==> src/hdl/serv_pkg.sv <==
package serv_pkg;

   // Datapath width
   localparam int xlen = 32;

   typedef logic [xlen-1:0] word_t;
   typedef logic [4:0]      reg_addr_t;

   // One position per serial bit
   typedef logic [4:0]      cnt_t;

   // ALU result select
   typedef logic [1:0]      alu_sel_t;

   localparam alu_sel_t alu_add = 2'd0;
   localparam alu_sel_t alu_and = 2'd1;
   localparam alu_sel_t alu_or  = 2'd2;
   localparam alu_sel_t alu_xor = 2'd3;

   // Core sequencing
   typedef enum logic [1:0] {
      st_fetch,
      st_rf_req,
      st_rf_wait,
      st_exec
   } state_t;

   localparam word_t reset_pc = '0;

   // Major opcodes
   localparam logic [6:0] opc_op     = 7'b0110011;
   localparam logic [6:0] opc_op_imm = 7'b0010011;
   localparam logic [6:0] opc_lui    = 7'b0110111;

   // funct3 codes of the supported ALU operations
   localparam logic [2:0] f3_add = 3'b000;
   localparam logic [2:0] f3_xor = 3'b100;
   localparam logic [2:0] f3_or  = 3'b110;
   localparam logic [2:0] f3_and = 3'b111;

endpackage

==> src/hdl/core_state.sv <==
module core_state (
   input  logic clk,
   input  logic i_arst_n,
   input  logic i_ibus_ack,
   input  logic i_rf_ready,
   input  logic i_cnt_done,
   output logic o_ibus_cyc,
   output logic o_fetch_ack,
   output logic o_rf_rreq,
   output logic o_cnt_en
);

   serv_pkg::state_t state_q;
   serv_pkg::state_t state_d;
   logic             cyc_q;

   // Ack only counts while a fetch is on the bus
   assign o_fetch_ack = cyc_q & i_ibus_ack & (state_q == serv_pkg::st_fetch);
   assign o_ibus_cyc  = cyc_q;
   assign o_rf_rreq   = (state_q == serv_pkg::st_rf_req);
   assign o_cnt_en    = (state_q == serv_pkg::st_exec);

   always_comb begin
      state_d = state_q;
      case (state_q)
         serv_pkg::st_fetch: begin
            if (o_fetch_ack) begin
               state_d = serv_pkg::st_rf_req;
            end
         end
         serv_pkg::st_rf_req: begin
            state_d = serv_pkg::st_rf_wait;
         end
         serv_pkg::st_rf_wait: begin
            if (i_rf_ready) begin
               state_d = serv_pkg::st_exec;
            end
         end
         default: begin
            if (i_cnt_done) begin
               state_d = serv_pkg::st_fetch;
            end
         end
      endcase
   end

   // Bus cycle opens together with the fetch state
   always_ff @(posedge clk or negedge i_arst_n) begin
      if (!i_arst_n) begin
         state_q <= serv_pkg::st_fetch;
         cyc_q   <= 1'b0;
      end else begin
         state_q <= state_d;
         cyc_q   <= (state_d == serv_pkg::st_fetch);
      end
   end

   a_rreq_pulse : assert property (@(posedge clk) disable iff (!i_arst_n)
      o_rf_rreq |=> !o_rf_rreq);

   // Fetch and execute never overlap
   a_no_fetch_in_exec : assert property (@(posedge clk) disable iff (!i_arst_n)
      o_ibus_cyc |-> !o_cnt_en);

endmodule

==> src/hdl/bit_counter.sv <==
module bit_counter (
   input  logic clk,
   input  logic i_arst_n,
   input  logic i_cnt_en,
   output logic o_cnt0,
   output logic o_cnt_done
);

   serv_pkg::cnt_t cnt_q;

   // Wraps to zero after bit 31
   always_ff @(posedge clk or negedge i_arst_n) begin
      if (!i_arst_n) begin
         cnt_q <= '0;
      end else if (i_cnt_en) begin
         cnt_q <= cnt_q + 5'd1;
      end
   end

   assign o_cnt0     = (cnt_q == 5'd0);
   assign o_cnt_done = i_cnt_en & (cnt_q == 5'd31);

endmodule

==> src/hdl/instr_decode.sv <==
module instr_decode (
   input  logic                clk,
   input  logic                i_arst_n,
   input  logic                i_fetch_ack,
   input  serv_pkg::word_t     i_ibus_rdt,
   input  logic                i_cnt_en,
   output serv_pkg::reg_addr_t o_rs1_addr,
   output serv_pkg::reg_addr_t o_rs2_addr,
   output serv_pkg::reg_addr_t o_rd_addr,
   output serv_pkg::alu_sel_t  o_alu_sel,
   output logic                o_alu_sub,
   output logic                o_op_b_imm,
   output logic                o_lui,
   output logic                o_rd_wen,
   output logic                o_imm
);

   logic [6:0]         opcode;
   logic [2:0]         funct3;
   logic               is_op;
   logic               is_op_imm;
   logic               is_lui;
   logic               f3_ok;
   logic               supported;
   serv_pkg::alu_sel_t sel_d;
   serv_pkg::word_t    imm_i;
   serv_pkg::word_t    imm_u;
   serv_pkg::word_t    instr_q;
   serv_pkg::word_t    imm_q;

   assign opcode    = i_ibus_rdt[6:0];
   assign funct3    = i_ibus_rdt[14:12];
   assign is_op     = (opcode == serv_pkg::opc_op);
   assign is_op_imm = (opcode == serv_pkg::opc_op_imm);
   assign is_lui    = (opcode == serv_pkg::opc_lui);

   assign f3_ok = (funct3 == serv_pkg::f3_add) | (funct3 == serv_pkg::f3_xor) |
                  (funct3 == serv_pkg::f3_or) | (funct3 == serv_pkg::f3_and);

   // Anything else runs as a no-op
   assign supported = is_lui | ((is_op | is_op_imm) & f3_ok);

   always_comb begin
      case (funct3)
         serv_pkg::f3_xor: sel_d = serv_pkg::alu_xor;
         serv_pkg::f3_or:  sel_d = serv_pkg::alu_or;
         serv_pkg::f3_and: sel_d = serv_pkg::alu_and;
         default:          sel_d = serv_pkg::alu_add;
      endcase
   end

   assign imm_i = {{20{i_ibus_rdt[31]}}, i_ibus_rdt[31:20]};
   assign imm_u = {i_ibus_rdt[31:12], 12'b0};

   // Immediate goes out LSB first at one bit per execute cycle
   always_ff @(posedge clk) begin
      if (i_fetch_ack) begin
         instr_q <= i_ibus_rdt;
         imm_q   <= is_lui ? imm_u : imm_i;
      end else if (i_cnt_en) begin
         imm_q <= {1'b0, imm_q[serv_pkg::xlen-1:1]};
      end
   end

   always_ff @(posedge clk or negedge i_arst_n) begin
      if (!i_arst_n) begin
         o_alu_sel  <= serv_pkg::alu_add;
         o_alu_sub  <= 1'b0;
         o_op_b_imm <= 1'b0;
         o_lui      <= 1'b0;
         o_rd_wen   <= 1'b0;
      end else if (i_fetch_ack) begin
         o_alu_sel  <= sel_d;
         // SUB only exists in register form
         o_alu_sub  <= is_op & (funct3 == serv_pkg::f3_add) & i_ibus_rdt[30];
         o_op_b_imm <= is_op_imm;
         o_lui      <= is_lui;
         o_rd_wen   <= supported & (i_ibus_rdt[11:7] != 5'd0);
      end
   end

   assign o_rs1_addr = instr_q[19:15];
   assign o_rs2_addr = instr_q[24:20];
   assign o_rd_addr  = instr_q[11:7];
   assign o_imm      = imm_q[0];

endmodule

==> src/hdl/serial_alu.sv <==
module serial_alu (
   input  logic               clk,
   input  logic               i_arst_n,
   input  logic               i_cnt_en,
   input  logic               i_cnt0,
   input  logic               i_rs1,
   input  logic               i_rs2,
   input  logic               i_imm,
   input  logic               i_op_b_imm,
   input  logic               i_alu_sub,
   input  serv_pkg::alu_sel_t i_alu_sel,
   input  logic               i_lui,
   output logic               o_rd
);

   logic op_b;
   logic add_b;
   logic carry_in;
   logic carry_q;
   logic sum;
   logic result;

   assign op_b  = i_op_b_imm ? i_imm : i_rs2;
   // The +1 of a subtract enters as carry at bit 0
   assign add_b    = op_b ^ i_alu_sub;
   assign carry_in = i_cnt0 ? i_alu_sub : carry_q;
   assign sum      = i_rs1 ^ add_b ^ carry_in;

   always_ff @(posedge clk or negedge i_arst_n) begin
      if (!i_arst_n) begin
         carry_q <= 1'b0;
      end else if (i_cnt_en) begin
         carry_q <= (i_rs1 & add_b) | (carry_in & (i_rs1 ^ add_b));
      end
   end

   always_comb begin
      case (i_alu_sel)
         serv_pkg::alu_and: result = i_rs1 & op_b;
         serv_pkg::alu_or:  result = i_rs1 | op_b;
         serv_pkg::alu_xor: result = i_rs1 ^ op_b;
         default:           result = sum;
      endcase
   end

   assign o_rd = i_lui ? i_imm : result;

endmodule

==> src/hdl/program_counter.sv <==
module program_counter (
   input  logic            clk,
   input  logic            i_arst_n,
   input  logic            i_cnt_en,
   input  logic            i_cnt0,
   output serv_pkg::word_t o_pc
);

   logic pos1_q;
   logic pos2_q;
   logic carry_in;
   logic carry_q;
   logic sum;

   // pos2_q marks bit 2 as the addend of +4
   assign carry_in = i_cnt0 ? 1'b0 : carry_q;
   assign sum      = o_pc[0] ^ pos2_q ^ carry_in;

   always_ff @(posedge clk or negedge i_arst_n) begin
      if (!i_arst_n) begin
         o_pc    <= serv_pkg::reset_pc;
         pos1_q  <= 1'b0;
         pos2_q  <= 1'b0;
         carry_q <= 1'b0;
      end else if (i_cnt_en) begin
         o_pc    <= {sum, o_pc[serv_pkg::xlen-1:1]};
         pos1_q  <= i_cnt0;
         pos2_q  <= pos1_q;
         carry_q <= (o_pc[0] & pos2_q) | (carry_in & (o_pc[0] ^ pos2_q));
      end
   end

   // Low bits only move while rotating
   a_pc_aligned : assert property (@(posedge clk) disable iff (!i_arst_n)
      !i_cnt_en |-> (o_pc[1:0] == 2'b00));

endmodule

==> src/hdl/serial_core.sv <==
module serial_core (
   input  logic                clk,
   input  logic                i_arst_n,
   input  serv_pkg::word_t     i_ibus_rdt,
   input  logic                i_ibus_ack,
   input  logic                i_rf_ready,
   input  logic                i_rdata0,
   input  logic                i_rdata1,
   output serv_pkg::word_t     o_ibus_adr,
   output logic                o_ibus_cyc,
   output logic                o_rf_rreq,
   output serv_pkg::reg_addr_t o_rreg0,
   output serv_pkg::reg_addr_t o_rreg1,
   output serv_pkg::reg_addr_t o_wreg0,
   output logic                o_wen0,
   output logic                o_wdata0
);

   logic               cnt_en;
   logic               cnt0;
   logic               cnt_done;
   logic               fetch_ack;
   serv_pkg::alu_sel_t alu_sel;
   logic               alu_sub;
   logic               op_b_imm;
   logic               lui;
   logic               rd_wen;
   logic               imm;
   logic               rd_bit;

   core_state state_i (
      .clk         (clk),
      .i_arst_n    (i_arst_n),
      .i_ibus_ack  (i_ibus_ack),
      .i_rf_ready  (i_rf_ready),
      .i_cnt_done  (cnt_done),
      .o_ibus_cyc  (o_ibus_cyc),
      .o_fetch_ack (fetch_ack),
      .o_rf_rreq   (o_rf_rreq),
      .o_cnt_en    (cnt_en)
   );

   bit_counter cnt_i (
      .clk        (clk),
      .i_arst_n   (i_arst_n),
      .i_cnt_en   (cnt_en),
      .o_cnt0     (cnt0),
      .o_cnt_done (cnt_done)
   );

   instr_decode decode_i (
      .clk         (clk),
      .i_arst_n    (i_arst_n),
      .i_fetch_ack (fetch_ack),
      .i_ibus_rdt  (i_ibus_rdt),
      .i_cnt_en    (cnt_en),
      .o_rs1_addr  (o_rreg0),
      .o_rs2_addr  (o_rreg1),
      .o_rd_addr   (o_wreg0),
      .o_alu_sel   (alu_sel),
      .o_alu_sub   (alu_sub),
      .o_op_b_imm  (op_b_imm),
      .o_lui       (lui),
      .o_rd_wen    (rd_wen),
      .o_imm       (imm)
   );

   serial_alu alu_i (
      .clk        (clk),
      .i_arst_n   (i_arst_n),
      .i_cnt_en   (cnt_en),
      .i_cnt0     (cnt0),
      .i_rs1      (i_rdata0),
      .i_rs2      (i_rdata1),
      .i_imm      (imm),
      .i_op_b_imm (op_b_imm),
      .i_alu_sub  (alu_sub),
      .i_alu_sel  (alu_sel),
      .i_lui      (lui),
      .o_rd       (rd_bit)
   );

   program_counter pc_i (
      .clk      (clk),
      .i_arst_n (i_arst_n),
      .i_cnt_en (cnt_en),
      .i_cnt0   (cnt0),
      .o_pc     (o_ibus_adr)
   );

   assign o_wen0   = cnt_en & rd_wen;
   assign o_wdata0 = rd_bit;

   // x0 stays zero
   a_no_x0_write : assert property (@(posedge clk) disable iff (!i_arst_n)
      o_wen0 |-> (o_wreg0 != 5'd0));

endmodule

==> config.mk <==
export PLATFORM = sky130hd
export DESIGN_NAME = serial_core
export DESIGN_NICKNAME = d
export VERILOG_FILES = /design/src/hdl/serv_pkg.sv /design/src/hdl/core_state.sv /design/src/hdl/bit_counter.sv /design/src/hdl/instr_decode.sv /design/src/hdl/serial_alu.sv /design/src/hdl/program_counter.sv /design/src/hdl/serial_core.sv
export SDC_FILE = /design/constraint.sdc
export NUM_CORES = 1
export LEC_CHECK = 0
export ABC_CLOCK_PERIOD_IN_PS = 7950
export BUFFER_PORTS_ARGS = -buffer_cell sky130_fd_sc_hd__buf_2
export CAP_MARGIN = 20
export CORE_MARGIN = 4
export CORE_UTILIZATION = 25
export DETAILED_ROUTE_END_ITERATION = 8
export PLACE_DENSITY_LB_ADDON = 0.05
export SETUP_SLACK_MARGIN = 0.4
export SYNTH_ARGS = -nofsm -noshare
export SYNTH_HDL_FRONTEND = slang
export SYNTH_HIERARCHICAL = 1
export SYNTH_SLANG_ARGS = --single-unit
==> constraint.sdc <==
create_clock -name clk -period 7.95 [get_ports clk]
set_input_delay 1.1925 -clock clk [delete_from_list [all_inputs] [get_ports clk]]
set_output_delay 1.1925 -clock clk [all_outputs]
set_load 0.02 [all_outputs]
# After elaboration in Yosys (flattened, before gate mapping)
# Index checks and enable logic that the tools add are counted.
# Widths: inputs -> output; s select.
[totals] inputBits=38 regBits=107 output_inout_bits=51
[classes] mux=13 n_reduce_logical=6 addsub=1 bitwise_logic=27 eq_ne=13
[ops] cell="$mux 32" count=2
[ops] cell="$mux 31" count=1
[ops] cell="$eq 7x6->1 const B" count=2
[ops] cell="$and 1x1->1" count=13
[ops] cell="$pmux 2 s3" count=2
[ops] cell="$eq 3x3->1 const B" count=3
[ops] cell="$eq 2x2->1 const B" count=4
[ops] cell="$or 1x1->1" count=8
[ops] cell="$eq 7x5->1 const B" count=1
[ops] cell="$mux 2" count=3
[ops] cell="$xor 1x1->1" count=6
[ops] cell="$add 5x1->5 const B" count=1
[ops] cell="$eq 5x5->1 const B" count=1
[ops] cell="$logic_not 5->1" count=1
[ops] cell="$reduce_bool 5->1" count=1
[ops] cell="$eq 2x1->1 const B" count=2
[ops] cell="$logic_not 2->1" count=2
[ops] cell="$mux 1" count=4
[ops] cell="$logic_not 3->1" count=1
[ops] cell="$pmux 1 s3" count=1
[ops] cell="$reduce_bool 2->1" count=1

# Depth between registers and ports, before layout
# Gate-level depths: netlist (run 1).
[depth] ltp_word=7 ltp_mapped=9 depth_no_buf=8

# Hierarchy
# The synthesis (run 1) kept the hierarchy.
[modules_own_cells] module="instr_decode" area_per_inst_um2=2332.2 cells_per_inst=176 n_inst=1
[modules_own_cells] module="program_counter" area_per_inst_um2=1456.4 cells_per_inst=82 n_inst=1
[modules_own_cells] module="bit_counter" area_per_inst_um2=249.0 cells_per_inst=21 n_inst=1
[modules_own_cells] module="core_state" area_per_inst_um2=212.7 cells_per_inst=21 n_inst=1
[modules_own_cells] module="serial_alu" area_per_inst_um2=167.7 cells_per_inst=17 n_inst=1
[modules_own_cells] module="serial_core" area_per_inst_um2=6.3 cells_per_inst=1 n_inst=1

# Worst setup path before layout (run 1)
# No wires, ideal clock.
[synth_timing] kind="in2out" from="input port i_rdata1" to="output port o_wdata0" path_slack_ps=4022 path_stages=6 required_time_ps=6758 arrival_time_ps=2735 path_cell_list="mux2i_2 xnor2_1 fa_1 nor2b_1 a2111oi_0 a311oi_1"
[synth_between] elab_chain_cells=6 word_cells_on_any_way=9
[synth_lines] element="from (decl)" line_no="serial_core.sv:8" rtl="input logic i_rdata1,"
[synth_lines] element="$mux 1 (*)" line_no="serial_alu.sv:23" rtl="assign op_b = i_op_b_imm ? i_imm : i_rs2;"
[synth_lines] element="$xor 1x1->1" line_no="serial_alu.sv:25" rtl="assign add_b = op_b ^ i_alu_sub;"
[synth_lines] element="$xor 1x1->1 (2 in a row)" line_no="serial_alu.sv:27" rtl="assign sum = i_rs1 ^ add_b ^ carry_in;"
[synth_lines] element="$pmux 1 s3 (*)" line_no="serial_alu.sv:38" rtl="case (i_alu_sel)"
[synth_lines] element="$mux 1 (*)" line_no="serial_alu.sv:46" rtl="assign o_rd = i_lui ? i_imm : result;"
[synth_lines] element="to (decl)" line_no="serial_core.sv:16" rtl="output logic o_wdata0"
# Every way passes the cells marked *; elsewhere a longest branch is shown, timed or not.

# Final worst setup path (run 1)
[layout_timing] from="register cnt_i.cnt_q[0]" to="output port o_wdata0"
[layout_between] elab_chain_cells=5
[layout_lines] element="from (decl)" line_no="bit_counter.sv:9" rtl="serv_pkg::cnt_t cnt_q;"
[layout_lines] element="from (signal assigned)" line_no="bit_counter.sv:16" rtl="cnt_q <= cnt_q + 5'd1;"
[layout_lines] element="$logic_not 5->1" line_no="bit_counter.sv:20" rtl="assign o_cnt0 = (cnt_q == 5'd0);"
[layout_lines] element="via cnt0" line_no="serial_core.sv:20" rtl="logic cnt0;"
[layout_lines] element="$mux 1" line_no="serial_alu.sv:26" rtl="assign carry_in = i_cnt0 ? i_alu_sub : carry_q;"
[layout_lines] element="$xor 1x1->1" line_no="serial_alu.sv:27"
[layout_lines] element="$pmux 1 s3" line_no="serial_alu.sv:38"
[layout_lines] element="$mux 1" line_no="serial_alu.sv:46"
# The timed path passes the listed nets, and every way through them passes these cells.

==> impl_metrics.ini, run 1 <==
[run_status]
status = finished clean

[floorplan]
dieWidth_um = 141
start_util_pct = 25.6
rows = 48
dieArea_um2 = 19900
core_area_um2 = 17300
ios = 89
fp.dieH_um = 141

[synthesis]
netlist.top_cell.by_area = edfxtp_1
synth_cell_types = 50
synth_edf_count = 47
synth_warnings = 6
synth.area.top_cells = edfxtp_1 32%, dfrtp_1 28%, mux2_4 8.1%
syn-num-nets = 367
syn_area_um2 = 4420
synth.top_cells.by_count = 50 x dfrtp_1, 47 x edfxtp_1, 47 x inv_1
postSynthCellCount = 318
ys_ff_latch = 97
ys_seq_area_share_pct = 60.2
synthFlopType = dfrtp_1
synthArstFlopShare_pct = 51.5
synth_top_area_share_pct = 31.9
yosysMostFrequentCell = dfrtp_1
syn_area_per_cell_um2 = 13.9

[worst_hold_path]
holdPathStages = 2
hold_class = register to register
worstHoldEndpoint = pc_i/pos2_q
holdCritStartpoint = pc_i/pos1_q

[timing]
maxSlewHeadroom_pct = 36.4
finalHoldViolCount = 0
worst_clock_skew_ps = 8.83
max_freq_mhz = 236
rsz0062_at_grt = false
fin_setup_tns_ps = 0
setup_viol = 0
slew_viol_final = 0
period_minus_slack_ps = 4230
whs_ps = 498
tightest_slew_ps = 954
period_share_pct = 53.2

[cts]
clock_path_buffers = 2
cts_buffers = 9
clk_pin_slew_ps = 70
cts-root-buf = clkbuf_16
cts_resized = 0
cts_setup_buffers = 0
clkSinkCount = 97
cts_max_level = 3
clkLatencyLatePin_ps = 350
cts_tree = yes
cts_hold_buf = 0

[layout]
antenna_cells = 0
finish.cell_count_without_fillers = 635
fin_nets = 454
final_layout_size_suffix_gt1_share_pct = 38.8
final_area_um2 = 5310
multiInputGateArea_um2 = 1460
regArea_um2 = 2660
area_growth_pct = 20.1
fillers = 1823

[drt]
wl_per_cell_um = 15.6
drc = 0
first_pass_iters = 4
ant_nets = 0
wirelength_um = 9880
via_count = 2748
via_per_inst = 4.33
first_iter_violations = 185

[worst_setup_path]
crit_buf_inv = 2
reg2reg_to = decode_i/imm_q[16]
startpoint_type = register
worstRegToRegCells = 3
crit_chain = inv_1 -> ha_1 -> nor4b_1 -> mux2_2 -> fa_1 -> nor2b_1 -> a2111oi_0 -> a311oi_1 -> buf_2
path_class = register to output pin
r2r_slack_ps = 5510
end_kind = output pin
crit_family = simple AND/OR/NAND/NOR gates
cp_data_arrival_time_ps = 3040
rr_startpoint = state_i/state_q[0]
cpMaxStageDelayCell = nor4b_1
crit_cells = 9
cp_max_fo = 4
critPathRequiredTime_ps = 6760
slowest_delay_ps = 470

[placed_design]
placed_cells_incl_taps = 619
gp_congestion = 0.682
portBuffers = 88
place_area_um2 = 5050
hpwl_um = 6530

[grt]
grt-ovfl-total = 0
grt_max_degree = 74
grtUsageTotal_pct = 10.5
antenna_found_initial = 0
grt_pass1_vias = 2961
grt_pass1_wl_um = 16200

[pwr]
powerDensity_nw_per_um2 = 330
p_total_mw = 1.75
power_leakage_nw = 2.38
ir_drop_v = 0.000114

[job]
max-cap-violations = 0
[layer usage]
layer	vias to the layer above	track usage [%]	share of wire [%]
li1	1313	-	-
met2	56	16.2	47
met4	0	5.10	2.3
met3	16	2.58	4.2
met1	1363	13.8	47
met5	-	0	0
[worst min-delay path, delay by kind of cell, from the launching register on]
kind	cells	cell delay, ps
simple gates	1	50
compound gates	1	70
flops	1	350
[sequential cells by signal, summed over array words and instances (netlist names)]
| signal | cells |
|---|---|
| decode_i/imm_q | 32 |
| pc_i/o_pc | 32 |
| decode_i/instr_q | 15 |
| cnt_i/cnt_q | 5 |
| decode_i/o_alu_sel | 2 |
| state_i/state_q | 2 |
| alu_i/carry_q | 1 |
| decode_i/o_alu_sub | 1 |
| decode_i/o_lui | 1 |
| decode_i/o_op_b_imm | 1 |
| decode_i/o_rd_wen | 1 |
| pc_i/carry_q | 1 |
| pc_i/pos1_q | 1 |
| pc_i/pos2_q | 1 |
| state_i/o_ibus_cyc | 1 |
[power breakdown]
| part | internal (mW) | switching (mW) | leakage [nW] | total (mW) |
|---|---|---|---|---|
| clock network | 0.214 | 0.195 | 0.138 | 0.408 |
| registers | 0.714 | 0.0792 | 1.11 | 0.793 |
| logic | 0.236 | 0.316 | 1.13 | 0.552 |
| total | 1.16 | 0.590 | 2.38 | 1.75 |
[stage by stage]
| step | util [%] | setup WS [ps] |
|---|---|---|
| CTS | 30.7 | 3680 |
| finish | 30.7 | 3720 |
| global placement | 29.2 | 3970 |
| floorplan | - | 4020 |
| global route | 30.7 | 3410 |
| detailed placement | 29.2 | 3930 |
[logic make-up after synthesis]
logic type               count (synthesis)  share of synthesized area [%]
XOR/XNOR                                 5                          0.990
AO/OA/AOI/OAI                           50                           9.70
buffers and inverters                   62                           6.82
adder cells (fa/ha/maj)                 11                           3.45
flip-flops                              97                           60.2
AND/OR/NAND/NOR                         54                           6.93
multiplexers                            39                           11.9
[worst max-delay path by stage]
stage | from | endpoint | slack [ps]
2_1_floorplan | i_rdata1 | o_wdata0 | 4020
3_3_place_gp | i_rdata1 | o_wdata0 | 3970
3_5_place_dp | i_rdata1 | o_wdata0 | 3930
4_1_cts | cnt_i/cnt_q[0] | o_wdata0 | 3680
5_1_grt | cnt_i/cnt_q[0] | o_wdata0 | 3410
6_report | cnt_i/cnt_q[0] | o_wdata0 | 3720
[placed cells by master (no fill, tap or decap), types with 9 or more instances in the layout]
cell / count
buf_2: 88
dfrtp_1: 50
edfxtp_1: 47
inv_1: 46
nand2_1: 24
mux2_4: 24
o22ai_1: 14
mux2_2: 11
clkbuf_16: 9
o221ai_1: 9
[area by class of cell]
type	instances	share of cell area [%]
Timing Repair Buffer	91	8.71
Multi-Input combinational cell	159	27.5
Sequential cell	97	50.1
Inverter	47	3.32
Tap cell	225	5.30
Clock buffer	10	4.31
Clock inverter	6	0.730
Note: power is estimated with default switching activity, not from simulation.
==> run 2, diff against run 1 <==
- ABC_AREA: unset -> 1
- ABC_CLOCK_PERIOD_IN_PS: 7950 -> 4200
- clock period: 7.95 -> 4.2 ns (I/O delays scaled with it)
==> run 2 against run 1 <==
  * Synthesized cell count grew 41%
  * Cell count grew 20%
  * Combinational power grew 56%
  * Critical path depth grew 2
  * Wire length grew 8.3%
  * Worst setup slack lost 2700 ps
  * Global-route usage grew 0.71 points
==> impl_metrics.ini, run 2 <==
[pwr]
clkPwrFrac_pct = 24.9
sw_frac_of_total_pct = 35.3
power_leakage_nw = 2.64
powerDensity_nw_per_um2 = 583
p_switching_mw = 1.08
pwr-share-comb_pct = 28.2
ir_drop_v = 0.000209
internal-power_mw = 1.98
seq_power_share_pct = 46.9

[cts]
cts-root-buf = clkbuf_16
cts_resized = 0
cts_max_level = 3
clkLatencyLatePin_ps = 340
clock_path_buffers = 2
clk_pin_slew_ps = 60
cts_setup_buffers = 0
cts_tree = yes
clkSinkCount = 97
cts_buffers = 9
cts_hold_buf = 0

[floorplan]
start_util_pct = 25.5
ios = 89
dieWidth_um = 141
dieArea_um2 = 19900
fp.dieH_um = 141
rows = 48
core_area_um2 = 17400

[run_status]
status = finished clean

[worst_setup_path]
cp_data_arrival_time_ps = 2510
r2r_slack_ps = 1730
critPathRequiredTime_ps = 3570
crit_chain = inv_1 -> ha_1 -> nand2_1 -> nor3_1 -> o21ai_0 -> fa_1 -> nand2_1 -> nand3_1 -> nand3_1 -> nand2_1 -> buf_2
end_kind = output pin
slowest_delay_ps = 530
crit_buf_inv = 2
worstSetupStartpoint = cnt_i/cnt_q[0]
cpMaxStageDelayCell = fa_1
path_class = register to output pin
worstRegToRegCells = 6
startpoint_type = register
crit_family = adder cells
reg2reg_to = decode_i/imm_q[27]
cp_max_fo = 4
rr_startpoint = state_i/state_q[0]
path_common_cell = nand2_1

[synthesis]
netlist.top_cell.by_area = edfxtp_1
synth.top_cells.by_count = 184 x nand2_1, 50 x dfrtp_1, 47 x edfxtp_1
ys_seq_area_share_pct = 60.1
synth_top_area_share_pct = 31.9
synth_cell_types = 27
syn-num-nets = 498
synth.area.top_cells = edfxtp_1 32%, dfrtp_1 28%, nand2_1 16%
synth_warnings = 6
yosysMostFrequentCell = nand2_1
synthArstFlopShare_pct = 51.5
syn_area_um2 = 4430
syn_area_per_cell_um2 = 9.86
postSynthCellCount = 449
synth_edf_count = 47
ys_ff_latch = 97
synthFlopType = dfrtp_1

[grt]
grt_pass1_wl_um = 17700
grt_max_degree = 51
grt-ovfl-total = 0
grtUsageTotal_pct = 11.2
grt_pass1_vias = 3337
antenna_found_initial = 1

[layout]
reg_top3 = decode_i/imm_q x32, pc_i/o_pc x32, decode_i/instr_q x15
final_util_pct = 30.2
layout_commonest_cell = nand2_1
antenna_cells = 0
area_growth_pct = 18.4
final_layout_size_suffix_gt1_share_pct = 24.3
fillers = 1853
layout_common_cells = 184 x nand2_1, 88 x buf_2, 50 x dfrtp_1, 47 x edfxtp_1, 37 x nand3_1
fin_nets = 580

[drt]
wirelength_um = 10700
drc = 0
ant_nets = 0
via_per_inst = 4.30
via_count = 3271
first_pass_iters = 4
wl_per_cell_um = 14.1
first_iter_violations = 196

[timing]
rsz0062_at_grt = false
tightest_slew_ps = 824
worst_clock_skew_ps = 4.89
period_minus_slack_ps = 3140
max_freq_mhz = 319
period_share_pct = 74.7
finalHoldViolCount = 0
fin_setup_tns_ps = 0
setup_viol = 0
maxSlewHeadroom_pct = 45.0
slew_viol_final = 0
setup_ws_ps = 1060

[placed_design]
dp_slack_ps = 1390
portBuffers = 88
gp_congestion = 0.721
hpwl_um = 6770

[job]
max-cap-violations = 0

[worst_hold_path]
hold_class = primary input to asynchronous set/reset pin
-- run 2: per-stage QoR --
step                hold slack, ps  total power [mW]  area [µm²]  cells
floorplan                      334              2.11        4430    449
global placement               456              2.34        4980    745
detailed placement             459              2.34        4980    745
CTS                            427              3.14        5240    761
global route                   450              3.31        5240    761
finish                         403              3.06        5240    761
-- run 2: cell families after synthesis --
group	Yosys count	synth area share, %
compound gates	12	1.53
flops	97	60.1
buf+inv	57	7.91
xor+xnor	4	0.791
fa+ha+maj	11	3.45
simple gates	268	26.2
-- run 2: worst max-delay path by stage --
stage	endpoint	slack, ps	cells after the start
floorplan	o_wdata0	1640	10
global placement	o_wdata0	1440	11
detailed placement	o_wdata0	1390	11
CTS	o_wdata0	1010	11
global route	o_wdata0	730	11
finish	o_wdata0	1060	11
-- run 2: per-layer routing --
layer	track usage (%)	wire [µm]	vias to the layer above
met5	0	13	-
met4	2.75	112	2
met3	4.04	697	9
met2	17.9	4940	87
met1	14.4	4930	1559
li1	-	-	1614
-- run 2: power groups by stage --
stage / clock (mW) / sequential [mW] / combinational, mW
4_1_cts: 0.806 / 1.44 / 0.893
2_1_floorplan: 0 / 1.50 / 0.611
6_report: 0.759 / 1.43 / 0.863
3_3_place_gp: 0 / 1.45 / 0.888
5_1_grt: 0.842 / 1.46 / 1.00
3_5_place_dp: 0 / 1.45 / 0.889
-- run 2: layout make-up --
cell class / instances / area, µm² / area share, %
clock inverters: 7 / 36.3 / 0.692
inverters: 34 / 135 / 2.58
well taps: 225 / 282 / 5.37
clock buffers: 9 / 225 / 4.29
repair buffers: 94 / 485 / 9.26
multi-input cells: 295 / 1420 / 27.0
flip-flops and latches: 97 / 2660 / 50.8
